`src/common/lsu_pkg.sv`:
```
package lsu_pkg;

	// rv32 major opcodes
	localparam logic [6:0] OP_LOAD  = 7'b0000011;
	localparam logic [6:0] OP_STORE = 7'b0100011;

	localparam logic [2:0] F3_B  = 3'b000;
	localparam logic [2:0] F3_H  = 3'b001;
	localparam logic [2:0] F3_W  = 3'b010;
	localparam logic [2:0] F3_BU = 3'b100;
	localparam logic [2:0] F3_HU = 3'b101;

	localparam logic [1:0] RESP_OKAY   = 2'b00;
	localparam logic [1:0] RESP_DECERR = 2'b11;

	localparam logic [31:0] SRAM_BASE  = 32'h0f00_0000;
	localparam logic [31:0] SRAM_BYTES = 32'd8192;
	localparam logic [31:0] WIN_BASE   = 32'h8000_0000;
	localparam logic [31:0] WIN_BYTES  = 32'd4096;

	typedef struct packed {
		logic [6:0]  opcode;
		logic [2:0]  funct3;
		logic [31:0] src1;
		logic [31:0] src2;
		logic [31:0] imm;
		logic [7:0]  wmask; // byte enables before lane shift
	} lsu_req_t;

	typedef struct packed {
		logic [31:0] addr;
	} axi_ar_t;

	typedef struct packed {
		logic [31:0] addr;
	} axi_aw_t;

	typedef struct packed {
		logic [63:0] data;
		logic [1:0]  resp;
	} axi_r_t;

	typedef struct packed {
		logic [63:0] data;
		logic [7:0]  strb;
	} axi_w_t;

	typedef struct packed {
		logic [1:0] resp;
	} axi_b_t;

endpackage

```
`src/verilog/axi_decoder.sv`:
```
module axi_decoder #(
	parameter logic [31:0] SRAM_BASE  = lsu_pkg::SRAM_BASE,
	parameter logic [31:0] SRAM_BYTES = lsu_pkg::SRAM_BYTES,
	parameter logic [31:0] WIN_BASE   = lsu_pkg::WIN_BASE,
	parameter logic [31:0] WIN_BYTES  = lsu_pkg::WIN_BYTES
)(
	input  logic             clock,
	input  logic             arst_n,

	input  lsu_pkg::axi_ar_t ar,
	input  logic             arvalid,
	output logic             arready,
	output lsu_pkg::axi_r_t  r,
	output logic             rvalid,
	input  logic             rready,
	input  lsu_pkg::axi_aw_t aw,
	input  logic             awvalid,
	output logic             awready,
	input  lsu_pkg::axi_w_t  w,
	input  logic             wvalid,
	output logic             wready,
	output lsu_pkg::axi_b_t  b,
	output logic             bvalid,
	input  logic             bready,

	output lsu_pkg::axi_ar_t s0_ar,
	output logic             s0_arvalid,
	input  logic             s0_arready,
	input  lsu_pkg::axi_r_t  s0_r,
	input  logic             s0_rvalid,
	output logic             s0_rready,
	output lsu_pkg::axi_aw_t s0_aw,
	output logic             s0_awvalid,
	input  logic             s0_awready,
	output lsu_pkg::axi_w_t  s0_w,
	output logic             s0_wvalid,
	input  logic             s0_wready,
	input  lsu_pkg::axi_b_t  s0_b,
	input  logic             s0_bvalid,
	output logic             s0_bready,

	output lsu_pkg::axi_ar_t s1_ar,
	output logic             s1_arvalid,
	input  logic             s1_arready,
	input  lsu_pkg::axi_r_t  s1_r,
	input  logic             s1_rvalid,
	output logic             s1_rready,
	output lsu_pkg::axi_aw_t s1_aw,
	output logic             s1_awvalid,
	input  logic             s1_awready,
	output lsu_pkg::axi_w_t  s1_w,
	output logic             s1_wvalid,
	input  logic             s1_wready,
	input  lsu_pkg::axi_b_t  s1_b,
	input  logic             s1_bvalid,
	output logic             s1_bready
);
	import lsu_pkg::*;

	typedef enum logic [1:0] {TGT_S0, TGT_S1, TGT_ERR} tgt_e;

	tgt_e ar_tgt;
	tgt_e aw_tgt;
	tgt_e w_tgt;
	tgt_e rd_tgt_q;
	tgt_e wr_tgt_q;
	logic err_rvalid_q;
	logic err_bvalid_q;

	function automatic tgt_e decode(input logic [31:0] addr);
		if (addr - SRAM_BASE < SRAM_BYTES)
			return TGT_S0;
		else if (addr - WIN_BASE < WIN_BYTES)
			return TGT_S1;
		else
			return TGT_ERR;
	endfunction

	assign ar_tgt = decode(ar.addr);
	assign aw_tgt = decode(aw.addr);
	assign w_tgt  = awvalid ? aw_tgt : wr_tgt_q; // aw may already be gone

	assign s0_ar = ar;
	assign s1_ar = ar;
	assign s0_aw = aw;
	assign s1_aw = aw;
	assign s0_w  = w;
	assign s1_w  = w;

	assign s0_arvalid = arvalid && ar_tgt == TGT_S0;
	assign s1_arvalid = arvalid && ar_tgt == TGT_S1;
	assign s0_awvalid = awvalid && aw_tgt == TGT_S0;
	assign s1_awvalid = awvalid && aw_tgt == TGT_S1;
	assign s0_wvalid  = wvalid && w_tgt == TGT_S0;
	assign s1_wvalid  = wvalid && w_tgt == TGT_S1;

	assign s0_rready = rready && rd_tgt_q == TGT_S0;
	assign s1_rready = rready && rd_tgt_q == TGT_S1;
	assign s0_bready = bready && wr_tgt_q == TGT_S0;
	assign s1_bready = bready && wr_tgt_q == TGT_S1;

	always_comb begin
		case (ar_tgt)
			TGT_S0:  arready = s0_arready;
			TGT_S1:  arready = s1_arready;
			default: arready = !err_rvalid_q;
		endcase
		// unmapped aw and w are taken in the same cycle
		case (aw_tgt)
			TGT_S0:  awready = s0_awready;
			TGT_S1:  awready = s1_awready;
			default: awready = wvalid && !err_bvalid_q;
		endcase
		case (w_tgt)
			TGT_S0:  wready = s0_wready;
			TGT_S1:  wready = s1_wready;
			default: wready = awvalid && !err_bvalid_q;
		endcase
	end

	always_comb begin
		case (rd_tgt_q)
			TGT_S0: begin
				r      = s0_r;
				rvalid = s0_rvalid;
			end
			TGT_S1: begin
				r      = s1_r;
				rvalid = s1_rvalid;
			end
			default: begin
				r      = '{data: '0, resp: RESP_DECERR};
				rvalid = err_rvalid_q;
			end
		endcase
		case (wr_tgt_q)
			TGT_S0: begin
				b      = s0_b;
				bvalid = s0_bvalid;
			end
			TGT_S1: begin
				b      = s1_b;
				bvalid = s1_bvalid;
			end
			default: begin
				b      = '{resp: RESP_DECERR};
				bvalid = err_bvalid_q;
			end
		endcase
	end

	always_ff @(posedge clock or negedge arst_n) begin
		if (!arst_n) begin
			rd_tgt_q     <= TGT_ERR;
			wr_tgt_q     <= TGT_ERR;
			err_rvalid_q <= 1'b0;
			err_bvalid_q <= 1'b0;
		end else begin
			if (arvalid && arready)
				rd_tgt_q <= ar_tgt;
			if (awvalid && awready)
				wr_tgt_q <= aw_tgt;

			if (arvalid && arready && ar_tgt == TGT_ERR)
				err_rvalid_q <= 1'b1;
			else if (rready)
				err_rvalid_q <= 1'b0;

			if (awvalid && awready && aw_tgt == TGT_ERR)
				err_bvalid_q <= 1'b1;
			else if (bready)
				err_bvalid_q <= 1'b0;
		end
	end

endmodule

```
`config.mk`:
```
export PLATFORM = sky130hd
export DESIGN_NAME = axi_decoder
export DESIGN_NICKNAME = d
export VERILOG_FILES = /design/src/common/lsu_pkg.sv /design/src/verilog/axi_decoder.sv
export SDC_FILE = /design/constraint.sdc
export NUM_CORES = 1
export LEC_CHECK = 0
export ABC_AREA = 1
export BUFFER_PORTS_ARGS = -buffer_cell sky130_fd_sc_hd__buf_2
export CAP_MARGIN = 20
export CORE_AREA = 2 2 248 250
export CTS_CLUSTER_DIAMETER = 60
export DETAILED_ROUTE_END_ITERATION = 10
export DIE_AREA = 0 0 250 252
export GPL_TIMING_DRIVEN = 0
export PLACE_DENSITY = 0.34
export SYNTH_ARGS = -nofsm -noshare
export SYNTH_HDL_FRONTEND = slang
export SYNTH_SLANG_ARGS = --single-unit
```
`constraint.sdc`:
```
create_clock -name clock -period 1.8 [get_ports clock]
set_input_delay 0.36 -clock clock [delete_from_list [all_inputs] [get_ports clock]]
set_output_delay 0.36 -clock clock [all_outputs]
set_load 0.01 [all_outputs]
```
# Word level (Yosys, flattened, before mapping)
# Cells that the tools add are included.
# W data, S select, Z words.
dict set report word_totals {
  inputBits 289
  ff_bits 6
  out_inout_bits 355
  word_cells 60
}
dict set report op_classes {
  n_lt_le_gt_ge 4
  n_reduce_logical 25
  n_addsub 4
  n_eq_ne 7
  muxes 16
}
# cell count
set op_table {}
lappend op_table {{$pmux W66 S2} 1}
lappend op_table {{$lt A32 B13 Y1 const B} 2}
lappend op_table {{$lt A32 B14 Y1 const B} 2}
lappend op_table {{$sub A32 B28 Y32 const B} 2}
lappend op_table {{$sub A32 B32 Y32 const B} 2}
lappend op_table {{$logic_and A1 B1 Y1} 16}
lappend op_table {{$eq A2 B1 Y1 const B} 5}
lappend op_table {{$logic_not A2 Y1} 5}
lappend op_table {{$mux W2} 5}
lappend op_table {{$pmux W1 S2} 5}
lappend op_table {{$eq A2 B2 Y1 const B} 2}
lappend op_table {{$mux W1} 4}
lappend op_table {{$pmux W2 S2} 1}
lappend op_table {{$reduce_bool A2 Y1} 2}
lappend op_table {{$logic_not A1 Y1} 2}

# Logic depth before layout (Yosys ltp)
dict set report logic_depth {
  word_depth 9
  mapped_depth 11
  depth_no_buf 11
}

# Worst setup path before layout
# Ideal clock, no wire load.
dict set report synth_path {
  path_type {in2out}
  start {input port aw[14] in the netlist's numbering}
  end {output port s0_wvalid}
  required_time_ns 1.440
  arrival_ns 1.237
  path_slack_ns 0.203
  path_stages 7
  path_buffers 0
  path_cell_list {inv_1 > nand2_1 > and2b_4 > nand3_2 > nand3_2 > nand2_1 > nor3_1}
}
dict set report synth_between {
  elab_chain_len 7
}
# element line
set synth_lines {}
lappend synth_lines {{from (decl)} axi_decoder.sv:16} ;# input lsu_pkg::axi_aw_t aw,
lappend synth_lines {{$sub A32 B32 Y32} axi_decoder.sv:73} ;# else if (addr - WIN_BASE < WIN_BYTES)
lappend synth_lines {{$lt A32 B13 Y1} axi_decoder.sv:73}
lappend synth_lines {{$mux W2} axi_decoder.sv:73}
lappend synth_lines {{$mux W2 (*)} axi_decoder.sv:71} ;# if (addr - SRAM_BASE < SRAM_BYTES)
lappend synth_lines {{$mux W2 (*)} axi_decoder.sv:81} ;# assign w_tgt = awvalid ? aw_tgt : wr_tgt_q;
lappend synth_lines {{$logic_not A2 Y1 (*)} axi_decoder.sv:94} ;# assign s0_wvalid = wvalid && w_tgt == TGT_S0;
lappend synth_lines {{$logic_and A1 B1 Y1 (*)} axi_decoder.sv:94}
lappend synth_lines {{to (decl)} axi_decoder.sv:36} ;# output logic s0_wvalid,
# Mark *: on every way between the ends. The rest lies on a longest branch, timed or not.

==> parameters.txt <==
Parameter                              Value

STA
  Setup clock skew after layout    0.000165 ns
  Max Fclk    0.511 GHz
  Final number of max-transition violations    0
  Worst slew pin tran    0.310 ns
  Number of endpoints with negative hold slack in the final report    0
  Hold Worst Slack    0.322 ns
  Setup repair after global routing missed its margin    yes
  Setup-violating endpoint count in the final report    71
  Final-layout setup total negative slack    -6.94 ns
  Setup slack of the critical path after layout    -0.158 ns
  Fraction of the cycle the final worst path needs    109%
  Period minus WS final    1.96 ns
  Worst slew margin relative to its limit    79.3%

Synthesis
  Mapped Nets    784
  Number of warning messages in the yosys log    0
  Share of the synthesized area in the top cell type    58.8%
  Number of instances in the synthesized netlist    495
  Number of distinct library cells after synthesis    22
  #FFs+latches synth    6
  Proportion of synthesized chip area in sequential cells    4.39%
  Most area-consuming cells after synthesis    sky130_fd_sc_hd__buf_4 (59%), sky130_fd_sc_hd__a22o_1 (16%), sky130_fd_sc_hd__nand2_1 (4.4%)
  Total standard cell area after synthesis    0.00347 mm²
  Average cell area after synthesis    7.02 µm²
  Cell taking the most area after synthesis    sky130_fd_sc_hd__buf_4

Pwr
  Leakage power figure    4.45 nW
  Pwr Density    353 mW/mm²
  Largest vdd supply drop    0.197 mV
  Total power    2.81 mW

Global routing
  Maximum number of pins on one net before global-route repair    11
  Initial antenna violation count    3
  Total routing resource utilization after global routing    5.92%
  Global-route wire length before repair    28.5 mm
  Total congestion overflow after global routing    0
  Vias in the first global route    4868

Place
  Placer congestion estimate    0.747
  Placed cell count    1824
  Total of buffers placed on input and output ports    547
  Placed wire-length estimate    19.9 mm
  Placed cell area    0.00719 mm²

Clocking
  Number of clock buffers inserted by TritonCTS    3
  Number of H-tree levels    1
  Clock transition time at the flip-flop clock pins of the worst setup and hold paths    0.04 ns
  Root buffer cell    sky130_fd_sc_hd__clkbuf_16
  Number of sinks driven by the clock tree    6
  Clk buf depth    2
  CTS tree    built
  Clock latency on the worst-skew pair    0.24 ns

Layout
  Post-route standard cell area excluding fillers    0.00797 mm²
  Number of nets in the final layout    1350
  Final Instance Count excl. Fillers    1844
  Share of final-layout standard cells stronger than drive strength 1    86.0%
  Layout overhead on the synthesized area    129%

Floorplan
  Starting utilization of the core area    5.78%
  Full die area    0.0630 mm²
  Die Y-Extent    252 µm
  Row Count    90
  # IOs    644
  Horizontal die dimension    250 µm
  Floorplan core area    0.0601 mm²

Route
  Via count of the routed design    5116
  Number of DRC markers after the initial detailed-route iteration    158
  Number of antenna-violating nets in the routed design    0
  DR vias/cell    2.77
  TritonRoute pass-1 iters    4
  Detailed Route WL    21.8 mm
  Detail-routed net length per standard cell    11.8 µm
  Post-route DRC violation count    0

Setup path
  Top cell by count, worst path    sky130_fd_sc_hd__buf_6
  Data arrival time of the critical path    1.60 ns
  Critical path launch point type    flip-flop
  Peak fanout along the critical path    10
  CP Capture Type    output pin
  Critical Setup Path Class    reg2out
  Crit path buf inv count    3
  Largest delay contributor family on the critical path    flip-flops
  Stages on worst setup path    5
  Slowest stage cell, crit path    sky130_fd_sc_hd__dfstp_2
  CP max stage delay    0.61 ns
  FF-to-FF setup slack    0.46 ns
  Worst Path Required    1.44 ns
  Chain of cells forming the critical path    nor2_4 > buf_8 > buf_6 > a22o_1 > buf_6
  Origin of the critical flop-to-flop path    err_bvalid_q$_DFFE_PN0P_
  Worst setup path start    rd_tgt_q[1]$_DFFE_PN1P_
  Cell count of the worst reg-to-reg path    8
  Capture point of the critical path    r[52]
  R2r endpoint    wr_tgt_q[0]$_DFFE_PN0P_

Worst hold path
  Hold path start    bready
  Type of the worst min-delay path    in2reg

Outcome
  Failing checks    negative setup slack
  Outcome    complete, but fails checks

Run
  Total of max-cap violations    0
-- flip-flops by register name, summed over array words and instances (netlist names) --
register	count
err_rvalid_q	1
err_bvalid_q	1
wr_tgt_q	2
rd_tgt_q	2
-- how the worst min path moves through the flow --
stage                               end  slack (ns)  cells after the start
6_report       err_bvalid_q$_DFFE_PN0P_        0.32                      2
5_1_grt        err_bvalid_q$_DFFE_PN0P_        0.32                      2
4_1_cts        err_bvalid_q$_DFFE_PN0P_        0.32                      2
3_5_place_dp    wr_tgt_q[0]$_DFFE_PN0P_        0.25                      1
3_3_place_gp    wr_tgt_q[0]$_DFFE_PN0P_        0.24                      1
2_1_floorplan  err_bvalid_q$_DFFE_PN0P_        0.06                      0
-- final cells by class --
class                           instances  area (µm²)
Inverter                               22        91.3
Fill cell                            6962       52200
Clock buffer                            3        75.1
Antenna cell                            3        7.51
Tap cell                              782         978
Multi-Input combinational cell        181        1410
Buffer                                286        2210
Timing Repair Buffer                  561        3040
Sequential cell                         6         154
-- logic make-up after synthesis --
group / count (synthesis) / synth area share [%]
AO/OA/AOI/OAI: 71 / 17.6
buffers and inverters: 308 / 63.0
flip-flops: 6 / 4.39
AND/OR/NAND/NOR: 110 / 14.9
-- synth_stat cells, drive strengths merged --
cell and instances:
buf 282, a22o 64, dfstp 2, nand2 42, o22a 4, nor3 3, nand3 14, and2 1
clkbuf 4, nor2 41, inv 22, nand3b 3, dfrtp 4, o21ai 2, nand4 5, a22oi 1
and2b 1
-- report_power, final --
part,leakage [nW],internal [mW],total (mW),switching (mW)
registers,0.0720,0.158,0.187,0.0294
logic,4.34,1.24,2.24,0.999
clock network,0.0370,0.287,0.379,0.0917
-- through the flow --
stage	utilization, %	worst slack [ns]
3_3_place_gp	12.0	-0.357
3_5_place_dp	12.0	-0.384
2_1_floorplan	-	0.203
6_report	13.3	-0.158
5_1_grt	13.2	-0.199
4_1_cts	12.9	-0.200
-- cells in the final DEF, fill, tap and decap left out, types with 4 or more instances in the layout --
master / n
sky130_fd_sc_hd__nor2_4: 15
sky130_fd_sc_hd__buf_8: 5
sky130_fd_sc_hd__nor2_2: 5
sky130_fd_sc_hd__inv_2: 5
sky130_fd_sc_hd__clkbuf_16: 4
sky130_fd_sc_hd__a22o_1: 63
sky130_fd_sc_hd__nand3_4: 8
sky130_fd_sc_hd__buf_4: 285
sky130_fd_sc_hd__buf_2: 520
sky130_fd_sc_hd__nand2_2: 10
sky130_fd_sc_hd__inv_1: 14
sky130_fd_sc_hd__buf_6: 29
sky130_fd_sc_hd__nor2_1: 21
sky130_fd_sc_hd__o22a_1: 4
sky130_fd_sc_hd__nand2_1: 30
sky130_fd_sc_hd__nand4_1: 5
-- per-layer routing --
metal  track usage [%]  part of all wire (%)  vias to the layer above
met4              2.46                   4.1                        0
met2              11.3                    54                      321
met1              6.17                    35                     2274
met3              1.39                   7.3                       32
met5                 0                     0                        -
li1                  -                     -                     2489
-- repair_timing --
| action | 4_1_cts | 5_1_grt |
|---|---|---|
| resized for setup | 102 | 57 |
| hold buffers | 1 | 0 |
| pin swaps | 19 | 26 |
| gates cloned | 1 | 1 |
| endpoints found under the setup margin | 78 | 75 |
| buffers inserted | 10 | 2 |
| endpoints found under the hold margin | 4 | 0 |
Power figures use the tool's default switching activity.
