`config.mk`:
```
export PLATFORM = sky130hd
export DESIGN_NAME = lsu
export DESIGN_NICKNAME = d
export VERILOG_FILES = /design/src/common/lsu_pkg.sv /design/src/lsu/lsu_load_align.sv /design/src/lsu/lsu_store_align.sv /design/src/lsu/lsu.sv
export SDC_FILE = /design/constraint.sdc
export NUM_CORES = 1
export LEC_CHECK = 0
export ABC_CLOCK_PERIOD_IN_PS = 5300
export BUFFER_PORTS_ARGS = -buffer_cell sky130_fd_sc_hd__buf_2
export CAP_MARGIN = 10
export CELL_PAD_IN_SITES_DETAIL_PLACEMENT = 0
export CELL_PAD_IN_SITES_GLOBAL_PLACEMENT = 1
export CORE_ASPECT_RATIO = 0.9
export CORE_MARGIN = 5
export CORE_UTILIZATION = 32
export DETAILED_ROUTE_END_ITERATION = 8
export GPL_TIMING_DRIVEN = 0
export PLACE_DENSITY_LB_ADDON = 0.1
export SETUP_SLACK_MARGIN = 0.15
export SLEW_MARGIN = 20
export SYNTH_ARGS = -nofsm -noshare
export SYNTH_HDL_FRONTEND = slang
export SYNTH_SLANG_ARGS = --single-unit
```
`constraint.sdc`:
```
create_clock -name clock -period 5.3 [get_ports clock]
set_input_delay 1.06 -clock clock [delete_from_list [all_inputs] [get_ports clock]]
set_output_delay 1.06 -clock clock [all_outputs]
set_load 0.03 [all_outputs]
```
`src/common/lsu_pkg.sv`:
```
package lsu_pkg;

	// rv32 major opcodes
	localparam logic [6:0] OP_LOAD  = 7'b0000011;
	localparam logic [6:0] OP_STORE = 7'b0100011;

	localparam logic [2:0] F3_B  = 3'b000;
	localparam logic [2:0] F3_H  = 3'b001;
	localparam logic [2:0] F3_W  = 3'b010;
	localparam logic [2:0] F3_BU = 3'b100;
	localparam logic [2:0] F3_HU = 3'b101;

	localparam logic [1:0] RESP_OKAY   = 2'b00;
	localparam logic [1:0] RESP_DECERR = 2'b11;

	localparam logic [31:0] SRAM_BASE  = 32'h0f00_0000;
	localparam logic [31:0] SRAM_BYTES = 32'd8192;
	localparam logic [31:0] WIN_BASE   = 32'h8000_0000;
	localparam logic [31:0] WIN_BYTES  = 32'd4096;

	typedef struct packed {
		logic [6:0]  opcode;
		logic [2:0]  funct3;
		logic [31:0] src1;
		logic [31:0] src2;
		logic [31:0] imm;
		logic [7:0]  wmask; // byte enables before lane shift
	} lsu_req_t;

	typedef struct packed {
		logic [31:0] addr;
	} axi_ar_t;

	typedef struct packed {
		logic [31:0] addr;
	} axi_aw_t;

	typedef struct packed {
		logic [63:0] data;
		logic [1:0]  resp;
	} axi_r_t;

	typedef struct packed {
		logic [63:0] data;
		logic [7:0]  strb;
	} axi_w_t;

	typedef struct packed {
		logic [1:0] resp;
	} axi_b_t;

endpackage

```
`src/lsu/lsu_load_align.sv`:
```
module lsu_load_align (
	input  logic [63:0] rdata,
	input  logic [2:0]  offset,
	input  logic        in_dword,
	input  logic        in_word,
	input  logic [2:0]  funct3,
	output logic [31:0] value
);
	import lsu_pkg::*;

	logic [63:0] shifted;
	logic [31:0] sel;

	always_comb begin
		if (in_dword)
			shifted = rdata >> {offset, 3'b000}; // zero fill from the top
		else if (in_word)
			shifted = rdata >> {offset[1:0], 3'b000};
		else
			shifted = rdata;
	end

	assign sel = shifted[31:0];

	always_comb begin
		case (funct3)
			F3_B:    value = {{24{sel[7]}}, sel[7:0]};
			F3_H:    value = {{16{sel[15]}}, sel[15:0]};
			F3_W:    value = sel;
			F3_BU:   value = {24'b0, sel[7:0]};
			F3_HU:   value = {16'b0, sel[15:0]};
			default: value = '0;
		endcase
	end

endmodule

```
`src/lsu/lsu_store_align.sv`:
```
module lsu_store_align (
	input  logic [31:0] src2,
	input  logic [7:0]  wmask,
	input  logic [2:0]  offset,
	output logic [63:0] wdata,
	output logic [7:0]  wstrb
);

	logic [63:0] data_wide;

	assign data_wide = {32'b0, src2};

	// bytes pushed past lane 7 fall off
	assign wdata = data_wide << {offset, 3'b000};
	assign wstrb = wmask << offset;

endmodule

```
`src/lsu/lsu.sv`:
```
module lsu #(
	parameter logic [31:0] SRAM_BASE  = lsu_pkg::SRAM_BASE,
	parameter logic [31:0] SRAM_BYTES = lsu_pkg::SRAM_BYTES,
	parameter logic [31:0] WIN_BASE   = lsu_pkg::WIN_BASE,
	parameter logic [31:0] WIN_BYTES  = lsu_pkg::WIN_BYTES
)(
	input  logic              clock,
	input  logic              arst_n,

	input  lsu_pkg::lsu_req_t req,
	input  logic              ren,
	input  logic              wen,
	input  logic              wb_valid,

	output lsu_pkg::axi_ar_t  ar,
	output logic              arvalid,
	input  logic              arready,
	input  lsu_pkg::axi_r_t   r,
	input  logic              rvalid,
	output logic              rready,

	output lsu_pkg::axi_aw_t  aw,
	output logic              awvalid,
	input  logic              awready,
	output lsu_pkg::axi_w_t   w,
	output logic              wvalid,
	input  logic              wready,
	input  lsu_pkg::axi_b_t   b,
	input  logic              bvalid,
	output logic              bready,

	output logic [31:0]       lsu_val,
	output logic              load_done,
	output logic              store_done
);
	import lsu_pkg::*;

	logic [31:0] addr;
	logic        in_dword;
	logic        in_word;
	logic [31:0] load_value;
	logic [63:0] wdata;
	logic [7:0]  wstrb;
	logic        r_fire;

	assign addr = req.src1 + req.imm;

	// unsigned offset compare covers both bounds
	assign in_dword = (addr - SRAM_BASE) < SRAM_BYTES;
	assign in_word  = (addr - WIN_BASE) < WIN_BYTES;

	lsu_load_align u_load_align (
		.rdata   (r.data),
		.offset  (addr[2:0]),
		.in_dword(in_dword),
		.in_word (in_word),
		.funct3  (req.funct3),
		.value   (load_value)
	);

	lsu_store_align u_store_align (
		.src2  (req.src2),
		.wmask (req.wmask),
		.offset(addr[2:0]),
		.wdata (wdata),
		.wstrb (wstrb)
	);

	assign ar = '{addr: addr};
	assign aw = '{addr: addr};
	assign w  = '{data: wdata, strb: wstrb};

	assign rready = 1'b1;
	assign bready = 1'b1;

	assign r_fire     = rvalid & rready;
	assign load_done  = r_fire;
	assign store_done = bvalid & bready;

	always_ff @(posedge clock or negedge arst_n) begin
		if (!arst_n) begin
			arvalid <= 1'b0;
			awvalid <= 1'b0;
			wvalid  <= 1'b0;
		end else begin
			arvalid <= (arvalid & ~arready) | (~arvalid & ren);
			awvalid <= (awvalid & ~awready) | (~awvalid & wen);
			wvalid  <= (wvalid & ~wready) | (~wvalid & wen);
		end
	end

	always_ff @(posedge clock or negedge arst_n) begin
		if (!arst_n) begin
			lsu_val <= '0;
		end else if (wb_valid) begin
			lsu_val <= '0; // consumed by writeback
		end else if (r_fire) begin
			if (req.opcode == OP_LOAD && r.resp == RESP_OKAY)
				lsu_val <= load_value;
			else
				lsu_val <= '0;
		end
	end

endmodule

```
Yosys cells after proc, flatten, opt, wreduce, memory -nomap -nowiden
Cells that the tools add are included.
{"block": "totals", "regBits": 35, "in_bits": 192, "output_inout_bits": 175, "word_cells": 43}
{"block": "op_classes", "addsub": 3, "n_lt_le_gt_ge": 2, "n_eq_ne": 5, "shifts": 4, "mux": 6, "bitwise_logic": 15, "reduce_logical": 4}
{"cell": "$mux W32", "n": 5}
{"cell": "$pmux W32 S5", "n": 1}
{"cell": "$shl A32 B6 Y64", "n": 1}
{"cell": "$shr A64 B5 Y32", "n": 1}
{"cell": "$shr A64 B6 Y32", "n": 1}
{"cell": "$add A32 B32 Y32", "n": 1}
{"cell": "$lt A32 B13 Y1 const B", "n": 1}
{"cell": "$lt A32 B14 Y1 const B", "n": 1}
{"cell": "$sub A32 B28 Y32 const B", "n": 1}
{"cell": "$sub A32 B32 Y32 const B", "n": 1}
{"cell": "$shl A8 B3 Y8", "n": 1}
{"cell": "$eq A7 B2 Y1 const B", "n": 1}
{"cell": "$and A1 B1 Y1", "n": 6}
{"cell": "$eq A3 B3 Y1 const B", "n": 2}
{"cell": "$not A1 Y1", "n": 6}
{"cell": "$eq A3 B1 Y1 const B", "n": 1}
{"cell": "$eq A3 B2 Y1 const B", "n": 1}
{"cell": "$logic_not A3 Y1", "n": 1}
{"cell": "$or A1 B1 Y1", "n": 3}
{"cell": "$logic_not A2 Y1", "n": 1}
{"cell": "$reduce_bool A2 Y1", "n": 1}
{"cell": "$logic_and A1 B1 Y1", "n": 1}

Depth between registers and ports, before layout
Gate-level depths: netlist (run 1).
{"block": "logic_depth", "ltp_word": 9, "ltp_mapped": 17}

Hierarchy
From an unflattened synthesis (run 1), not the netlist that was laid out.
{"block": "unflattened", "cells_unflattened": 961, "hier_area_um2": 7464.7}
{"module": "lsu", "instances": 1, "cells_per_inst": 401, "area_each_um2": 3443.3}
{"module": "lsu_load_align", "instances": 1, "cells_per_inst": 362, "area_each_um2": 2539.9}
{"module": "lsu_store_align", "instances": 1, "cells_per_inst": 198, "area_each_um2": 1481.4}

Worst setup path after synthesis (run 1)
OpenSTA, ideal clock, no wires.
{"block": "synth_timing", "path_type": "in2out", "start": "input port req[8] (netlist bit)", "end": "output port w[56] (netlist bit)", "t_arrival_ns": 4.043, "t_required_ns": 4.240, "setup_slack_ns": 0.197, "path_stages": 10, "path_buffers": 5, "cell_sequence": "ha_1 > inv_1 > fa_1 > clkbuf_1 > clkbuf_1 > buf_1 > clkbuf_1 > clkbuf_1 > nor2_1 > nor2_1"}
{"item": "start: declaration", "line": "lsu.sv:10", "text": "input lsu_pkg::lsu_req_t req,"}
{"item": "end: declaration", "line": "lsu.sv:25", "text": "output lsu_pkg::axi_w_t w,"}

==> impl_results.md, run 1 <==
- Global-route wire length before repair: just over 50000 µm
- Most common cell in the netlist: nand2_1
- Slew headroom: 0.3372
- CP max FO: 19
- Worst Max-Slew Pin Slew: 0.9866 ns
- CTS Buf Count: 5
- GRT Resource Usage Total: 0.2578
- Synth cell types: between 70 and 80
- Hpwl dp: approximately 29000 µm
- First-pass DRT Iterations: 6
- RR Startpoint: lsu_val[10]
- Area Growth Syn to Fin: 34.04%
- Reg2Reg Depth: 2
- Clock root buffer: clkbuf_16
- Critical Path AT: around 3.9 ns
- Synth Register Bits: 35
- CP endpoint kind: output pin
- Slew Viols, Final: 0
- Setup ws final: about 0.33 ns
- Synth top area share: 0.1425
- Met2 Wirelength: 15910 µm
- Hold Vio Cnt, Final: 0
- Tcrit/Tclk final: 0.9380
- Clock Latency Late Sink: 0.28 ns
- Cells after Synth: slightly below 1000
- Post-layout util: 0.4352
- Die X: between 150 and 200 µm
- Dpl cells: approximately 1600
- Commonest cells post-synth: nand2_1 (141), nor2_1 (115), mux2i_1 (100), a21oi_1 (65), clkbuf_1 (49)
- Total gr overflow: 0
- Via density per instance: ~5.4
- Htree depth: 2
- Layout Cells excl Fill: approximately 1600
- GPL Wtd Cong: 0.9492
- CTS tree: done
- Number of synthesized flops with an enable pin: 0
- Final hold slack: between 0.4 and 0.5 ns
- Via count: 8941
- Crit-path slowest cell: clkbuf_2
- Met3 WL: ~2500 µm
- Max Fclk: ~200 MHz
- Clock transition at path regs: 0.05 ns
- Initial core utilization: 0.3247
- Aggregate routed wire length: between 30000 and 40000 µm
- WL met1: roughly 15000 µm
- Leak: a little under 5 nW
- FFs w/ async S/R, synth: 1.000
- Worst setup SP type: primary input
- Antenna viol nets, final: 0
- Remaining routing DRC violations: 0
- Routed len/inst: 21.03 µm
- Row count: between 50 and 60
- Core area: ~22000 µm²
- Hold Crit Class: reg -> reg
- Setup CP Type: in -> out
- Pwr/cell area: around 250 nW/µm²
- Dpl ws: -0.9757 ns
- Avg Cell Area, Syn: roughly 7.1 µm²
- Largest net degree at the start of global routing: 36
- Synth warn: 0
- Most used DFF post-synth: dfrtp_1
- Critical Path Start: req[72]
- Top cells by area, synth: mux2i_1 (14%), dfrtp_1 (12%), nand2_1 (7.5%), nor2_1 (6.1%), ha_1 (5.5%)
- Die area: roughly 25000 µm²
- Max Cap Viol: 0
- Largest stage delay, worst path: 0.47 ns
- Hold Crit Depth: 1
- CP cell instances: buf_2, ha_1, inv_1, fa_1, xor2_1, clkbuf_2, clkbuf_2, buf_1, a21oi_1, nor2_1, buf_2
- I/O Buffers: between 300 and 400
- R2r setup slk: 4.34 ns
- Die height: 150.6 µm
- Clk buf depth: 2
- FF-to-FF End: lsu_val[10]
- Clock sinks: 35
- Number of global-route vias before repair: about 8700
- Worst ir drop on vdd: roughly 0.14 mV
- Postcts setup bufs: 0
- HP Start: wvalid
- # nets final: roughly 1600
- RSZ-0062 raised after global routing: yes
- Initial antenna violation count: 7
- Drt initial violations: roughly 600
- PnR Total Power: 0.002316 W
- Ratio of cells with drive above 1 in the final layout: 0.3692
- CP Data Required Time: around 4.2 ns
- Final setup violation count: 0
- Leading area contributor after synthesis: mux2i_1
- IO Count: 367
- Mapped Area: roughly 7000 µm²
- Setup Skew: 0 ns
- Final min period: a little under 5 ns
- Max Used Layer: met5
- Status: finished, final reports clean
- Hold Path End: wvalid
- Post-synthesis sequential area ratio: 0.1247
-- where the power goes --
part	leakage, nW	switching, W	total [W]	internal [W]
Combinational	4.37	0.00118	0.00174	0.000566
Sequential	0.482	0.00000172	0.000272	0.000270
Clock	0.0727	0.000116	0.000300	0.000184
-- placed cells by master, fill, tap and decap left out, types with 31 or more instances in the layout --
cell type  Yosys  final
nand3_1       39     39
clkbuf_1      49     32
o21ai_0       45     45
a21oi_1       65     65
buf_4         37     37
dfrtp_1       35     35
mux2i_1      100    100
nor2_1       115    112
nand2_1      141    141
ha_1          31     31
buf_2          6    367
-- flip-flops by register name, indices dropped and copies added, names as in the netlist --
| register | count |
|---|---|
| lsu_val | 32 |
| arvalid | 1 |
| awvalid | 1 |
| wvalid | 1 |
-- worst max-delay path: cells and delay by family --
kind                     cells  cell delay (ns)
AO/OA/AOI/OAI                1             0.13
XOR/XNOR                     1             0.34
adder cells (fa/ha/maj)      2             0.61
buffers and inverters        6             1.60
AND/OR/NAND/NOR              1             0.15
-- worst max-delay path by stage --
stage	end	slack, ns	depth (start not counted)
after floorplan	w[56]	0.20	10
after global placement	w[51]	-1.04	11
after detailed placement	w[51]	-0.98	11
after CTS	w[48]	0.10	11
after global routing	lsu_val[14]	0.14	18
final	w[47]	0.33	11
-- per-layer routing --
layer | global-route usage | vias to the layer above
met5 | 0 | -
met2 | 0.4284 | 382
met4 | 0.06804 | 10
li1 | - | 4285
met1 | 0.3477 | 4208
met3 | 0.04568 | 56
-- through the flow --
step	setup TNS [ns]	cell area (µm²)
floorplan	0	7028
global placement	-43.00	9199
detailed placement	-40.54	9199
CTS	0	9359
global route	0	9413
finish	0	9415
-- what timing repair did --
| item | in CTS | in global routing |
|---|---|---|
| cloned | 0 | 0 |
| setup endpoints to repair | 83 | 91 |
| resized for setup | 12 | 25 |
| pin swaps | 0 | 2 |
| hold buffers | 0 | 0 |
-- area by class of cell --
class	count	area, µm²
clock buffers	6	138.9
clock inverters	1	5.005
multi-input cells	829	5554
fillers	2380	12220
inverters	13	50.05
diodes	3	7.507
repair buffers	361	1807
well taps	291	364.1
flip-flops and latches	35	875.8
plain buffers	104	613.1
-- logic make-up (layout without fill, tap and decap cells) --
logic type,after synthesis,in the layout,share of synthesized area
xor gates and xnor gates,27,27,0.03367
adders and majority gates,32,32,0.05807
AOI/OAI and AO/OA,244,244,0.2353
other,1,5,0.0005339
DFF,35,35,0.1247
muxes,127,127,0.1890
and+or+nand+nor,397,397,0.2661
buffers and inverters,120,485,0.09263
Power figures use the tool's default switching activity.
==> inputs of run 2 (changes only) <==
--- a/config.mk
+++ b/config.mk
@@ -10,7 +10,7 @@
 export CAP_MARGIN = 10
 export CELL_PAD_IN_SITES_DETAIL_PLACEMENT = 0
 export CELL_PAD_IN_SITES_GLOBAL_PLACEMENT = 1
-export CORE_ASPECT_RATIO = 0.9
+export CORE_ASPECT_RATIO = 2
 export CORE_MARGIN = 5
 export CORE_UTILIZATION = 32
 export DETAILED_ROUTE_END_ITERATION = 8
==> run 2 against run 1 <==
Utilization rose by 0.30 points. Final area rose by 0.48%. Register-to-register slack barely moved. First-iteration DRC count rose by 2.0%. Setup slack got worse by 0.071 ns. Via count rose by 1.7%. Cell count fell by 0.91%. Clock power rose by 21%. Die area rose by 0.70%. Critical path depth fell by 1. Worst hold slack improved by 0.0018 ns.
==> impl_results.md, run 2 (synthesized netlist as in run 1, its figures left out) <==
- CTS Buf Count: 5 (unchanged)
- Most frequent cells in the layout: buf_2 (367), nand2_1 (140), nor2_1 (113)
- First-pass DRT Iterations: 8 (+2)
- Die X: 114.8 µm (-31%)
- Leak: 4.968 nW (+0.80%)
- Routed len/inst: 22.43 µm (+6.7%)
- Ratio of cells with drive above 1 in the final layout: 0.3725 (+0.003343)
- Htree depth: 2 (unchanged)
- Status: finished, final reports clean
- CP top delay family: buffers and inverters
- RSZ-0062 raised after global routing: yes
- Core area: 21590 µm² (-0.21%)
- Area Growth Syn to Fin: 34.68%
- Antenna viol nets, final: 0 (unchanged)
- Die area: 25190 µm² (+0.70%)
- Remaining routing DRC violations: 0 (unchanged)
- GPL Wtd Cong: 0.9233 (-2.7%)
- Hold Path End: wvalid
- FF-to-FF End: lsu_val[13]
- CP max FO: 10 (-9)
- Pwr/cell area: 253.1 nW/µm² (+2.9%)
- Max Cap Viol: 0 (unchanged)
- Hold Crit Depth: 1 (unchanged)
- Setup CP Type: in -> out
- Largest net degree at the start of global routing: 36 (unchanged)
- Max Fclk: 198.3 MHz (-1.4%)
- Clk buf depth: 2 (unchanged)
- Clock sinks: 35 (unchanged)
- Clock root buffer: clkbuf_16
- PnR Total Power: 0.002394 W (+3.4%)
- Largest stage delay, worst path: 0.50 ns (+0.03 ns)
- Via count: 9090 (+1.7%)
- Initial core utilization: 0.3254 (+0.0006964)
- CP Data Required Time: 4.24 ns (about the same)
- Final setup violation count: 0 (unchanged)
- CP endpoint kind: output pin
- # nets final: 1576 (+0.19%)
- GRT Resource Usage Total: 0.2754 (+0.01761)
- R2r setup slk: 4.35 ns (about the same)
- Tcrit/Tclk final: 0.9514 (+0.01338)
- Reg with most FFs: lsu_val
- Slew headroom: 0.2550 (-0.08216)
- CP cell instances: buf_2, ha_1, inv_1, fa_1, clkbuf_2, clkinv_1, nor2_2, clkbuf_1, and3_1, buf_2
- CTS tree: done
- Reg2Reg Depth: 2 (unchanged)
- Crit-path slowest cell: fa_1
- HP Start: wvalid
- Drt initial violations: 608 (+2.0%)
- Global-route wire length before repair: 53940 µm (+5.2%)
- Initial antenna violation count: 3 (-4)
- Setup Skew: 0 ns (unchanged)
- Commonest non-fill, non-tap cell in the layout: buf_2
- Clock transition at path regs: 0.06 ns (about the same)
- RR Startpoint: lsu_val[13]
- Slew Viols, Final: 0 (unchanged)
- Number of global-route vias before repair: 9406 (+8.7%)
- Aggregate routed wire length: 36520 µm (+5.7%)
- Hpwl dp: 30920 µm (+7.8%)
- Via density per instance: 5.584 (+2.6%)
- Most Frequent Cell on Critical Path: buf_2
- Worst setup SP type: primary input
- Die height: 219.5 µm (+46%)
- Critical Path AT: 3.98 ns (+0.07 ns)
- Total gr overflow: 0 (unchanged)
- Final hold slack: 0.4651 ns (+0.001759 ns)
- Row count: 76 (+49%)
- I/O Buffers: 361 (unchanged)
- Hold Vio Cnt, Final: 0 (unchanged)
- Number of buffers and inverters on the critical path: 6 (unchanged)
- Worst ir drop on vdd: 0.1866 mV (+38%)
- Clock Latency Late Sink: 0.28 ns (about the same)
- CTS Hold Buffers Added: 0 (unchanged)
- Max FFs per register: 32 (unchanged)
- Post-layout util: 0.4383 (+0.003020)
- Worst Max-Slew Pin Slew: 1.109 ns (+0.1223 ns)
- Final min period: 5.042 ns (+0.07092 ns)
- IO Count: 367 (unchanged)
- Hold Crit Class: reg -> reg
[run 2: cell count changes in the layout (fill, tap and decap cells not counted), moves of 2 or more]
cell / previous run / this run
buf_1: 7 / 5
clkbuf_4: 1 / 3
clkbuf_2: 15 / 18
o22ai_2: 2 / 0
o22ai_1: 13 / 15
[run 2: where the power goes]
group          internal (W)  switching [W]  total (W)
sequential         0.000270     0.00000176   0.000272
combinational      0.000571        0.00119    0.00176
clock              0.000234       0.000128   0.000362
[run 2: stage by stage]
stage                     std cells  worst slack (ns)  setup TNS (ns)  instance area, µm²
after floorplan                 984            0.1966               0                7028
after global placement         1618           -0.8696          -41.95                9176
after detailed placement       1618           -0.8947          -45.26                9176
after CTS                      1626            0.1665               0                9392
after global routing           1628            0.1423               0                9460
final                          1628            0.2576               0                9460
[run 2: what timing repair did]
action,4_1_cts,5_1_grt
setup buffers,0,0
pin swaps,0,2
resized for setup,16,29
setup endpoints to repair,105,86
cloned,0,0
[run 2: layer usage]
metal | wire length (µm) | vias to the layer above | GRT usage
li1 | - | 4297 | -
met5 | 12 | - | 0
met2 | 20390 | 437 | 0.5515
met3 | 2324 | 91 | 0.03902
met4 | 1716 | 2 | 0.1156
met1 | 12080 | 4263 | 0.2723
[run 2: worst max-delay path by stage]
stage | slack [ns] | cells past startpoint | endpoint | start
after floorplan | 0.20 | 10 | w[56] | req[8]
after global placement | -0.87 | 12 | w[5] | req[8]
after detailed placement | -0.89 | 12 | w[5] | req[8]
after CTS | 0.17 | 10 | w[0] | req[8]
after global routing | 0.14 | 10 | w[15] | req[8]
final | 0.26 | 10 | w[0] | req[8]
[run 2: area by class of cell]
| class | instances | area (µm²) |
|---|---|---|
| Clock inverter | 2 | 35.03 |
| Timing Repair Buffer | 361 | 1807 |
| Antenna cell | 2 | 5.005 |
| Fill cell | 2388 | 12130 |
| Buffer | 107 | 635.6 |
| Clock buffer | 6 | 138.9 |
| Sequential cell | 35 | 875.8 |
| Tap cell | 273 | 341.6 |
| Multi-Input combinational cell | 829 | 5573 |
| Inverter | 13 | 48.80 |
==> inputs of run 3 (changes only) <==
--- a/config.mk
+++ b/config.mk
@@ -10,7 +10,7 @@
 export CAP_MARGIN = 10
 export CELL_PAD_IN_SITES_DETAIL_PLACEMENT = 0
 export CELL_PAD_IN_SITES_GLOBAL_PLACEMENT = 1
-export CORE_ASPECT_RATIO = 2
+export CORE_ASPECT_RATIO = 1.2
 export CORE_MARGIN = 5
 export CORE_UTILIZATION = 32
 export DETAILED_ROUTE_END_ITERATION = 8
==> run 3 against run 2 <==
Non-clock buffer count is 1 lower. Utilization fell by 0.21 points. Count of clock-buffer cells in the layout shrank 1. Sequential power barely moved. Cell count unchanged. Maximum frequency up 1.5%.
==> impl_results.md, run 3 (synthesized netlist as in run 1, its figures left out) <==
- Status: finished, final reports clean
- Final hold slack: 0.4664 ns (+0.001372 ns)
- Largest net degree at the start of global routing: 36 (unchanged)
- Aggregate routed wire length: 33290 µm (-8.9%)
- Met3 WL: 2181 µm (-6.2%)
- Global-route wire length before repair: 49140 µm (-8.9%)
- Setup Skew: 0 ns (unchanged)
- Dpl cells: 1619 (+0.062%)
- Final min period: 4.968 ns (-0.07487 ns)
- Number of global-route vias before repair: 8610 (-8.5%)
- Remaining routing DRC violations: 0 (unchanged)
- Pwr/cell area: 249.7 nW/µm² (-1.3%)
- Hpwl dp: 27370 µm (-11%)
- Critical Path AT: 3.91 ns (-0.07 ns)
- First-pass DRT Iterations: 5 (-3)
- WL met1: 13700 µm (+13%)
- Postcts setup bufs: 0 (unchanged)
- Core area: 21630 µm² (+0.20%)
- GPL Wtd Cong: 0.9100 (-1.4%)
- Worst Max-Slew Pin Slew: 0.9977 ns (-0.1112 ns)
- Reg with most FFs: lsu_val
- CP max FO: 11 (+1)
- Setup CP Type: in -> out
- # nets final: 1575 (-0.063%)
- Most frequent cells in the layout: buf_2 (366), nand2_1 (141), nor2_1 (113)
- Hold Vio Cnt, Final: 0 (unchanged)
- Htree depth: 2 (unchanged)
- Max Cap Viol: 0 (unchanged)
- Slew headroom: 0.3297 (+0.07472)
- Max Fclk: 201.3 MHz (+1.5%)
- Clock root buffer: clkbuf_16
- IO Count: 367 (unchanged)
- Drt initial violations: 611 (+0.49%)
- Final setup violation count: 0 (unchanged)
- CP Data Required Time: 4.24 ns (about the same)
- Routed len/inst: 20.45 µm (-8.9%)
- Worst setup SP type: primary input
- Hold Crit Class: reg -> reg
- CTS Buf Count: 5 (unchanged)
- Slew Viols, Final: 0 (unchanged)
- RSZ-0062 raised after global routing: yes
- Area Growth Syn to Fin: 34.31%
- GRT Resource Usage Total: 0.2435 (-0.03190)
- Setup TNS: 0 ns (unchanged)
- Via count: 8802 (-3.2%)
- Max FFs per register: 32 (unchanged)
- Die area: 25030 µm² (-0.66%)
- Clock transition at path regs: 0.07 ns (about the same)
- Reg2Reg Depth: 2 (unchanged)
- Antenna viol nets, final: 0 (unchanged)
- Layout Cells excl Fill: 1628 (unchanged)
- Die X: 145.3 µm (+27%)
- Clock Latency Late Sink: 0.28 ns (about the same)
- Tcrit/Tclk final: 0.9373 (-0.01413)
- I/O Buffers: 361 (unchanged)
- Initial core utilization: 0.3248 (-0.0006588)
- Row count: 59 (-22%)
- Commonest non-fill, non-tap cell in the layout: buf_2
- Hold Crit Depth: 1 (unchanged)
- Via density per instance: 5.407 (-3.2%)
- CTS tree: done
- Clk buf depth: 2 (unchanged)
- Die height: 172.3 µm (-22%)
- Ratio of cells with drive above 1 in the final layout: 0.3706 (-0.001943)
- Worst ir drop on vdd: 0.1683 mV (-9.8%)
- Initial antenna violation count: 3 (unchanged)
- CP endpoint kind: output pin
- Met2 Wirelength: 16750 µm (-18%)
- Total gr overflow: 0 (unchanged)
- Clock sinks: 35 (unchanged)
- Max Used Layer: met5
- Leak: 4.954 nW (-0.28%)
## run 3: worst paths after layout
path,end,slack [ns],startpoint
worst min-delay path,arvalid,0.47,arvalid
max in group asynchronous,lsu_val[24],3.92,arst_n
min in group asynchronous,lsu_val[6],0.86,arst_n
worst max-delay path,w[63],0.33,req[8]
worst max register to register,lsu_val[12],4.34,lsu_val[12]
worst min register to register,arvalid,0.47,arvalid
## run 3: per-stage QoR
stage	instance area, µm²	setup WS, ns	power (W)	utilization
3_3_place_gp	9178	-0.8597	0.001988	0.4243
2_1_floorplan	7028	0.1966	0.001458	-
6_report	9434	0.3324	0.002356	0.4362
4_1_cts	9379	0.1309	0.002352	0.4336
5_1_grt	9432	0.1478	0.002491	0.4361
3_5_place_dp	9178	-0.9038	0.001986	0.4243
## run 3: what timing repair did
item | CTS | global route
gates resized for setup | 16 | 24
hold buffers | 0 | 0
endpoints found under the setup margin | 94 | 101
pin swaps | 0 | 0
## run 3: layout make-up
class	instances	area, µm²
Timing Repair Buffer	361	1807
Buffer	106	629.4
Antenna cell	2	5.005
Fill cell	2383	12200
Inverter	13	52.55
Clock buffer	5	125.1
Tap cell	274	342.8
Sequential cell	35	875.8
Clock inverter	3	47.55
Multi-Input combinational cell	829	5549
## run 3: report_power, final
group / leakage, nW / total (W) / switching, W / internal, W
combinational: 4.39 / 0.00173 / 0.00116 / 0.000568
sequential: 0.482 / 0.000272 / 0.00000182 / 0.000270
clock: 0.0844 / 0.000354 / 0.000129 / 0.000225
## run 3: worst max-delay path, cell delays in order
cell	delay [ns]
buf_2	0.10
ha_1	0.24
inv_1	0.08
fa_1	0.44
clkbuf_2	0.26
clkinvlp_4	0.28
clkbuf_1	0.49
buf_1	0.48
a21oi_1	0.08
nor2_1	0.16
buf_2	0.22
## run 3: routing by layer
layer  global-route usage  up-vias
met5                    0        -
met4              0.06045        4
met3              0.04246       40
met2               0.4420      348
met1               0.3004     4116
li1                     -     4294
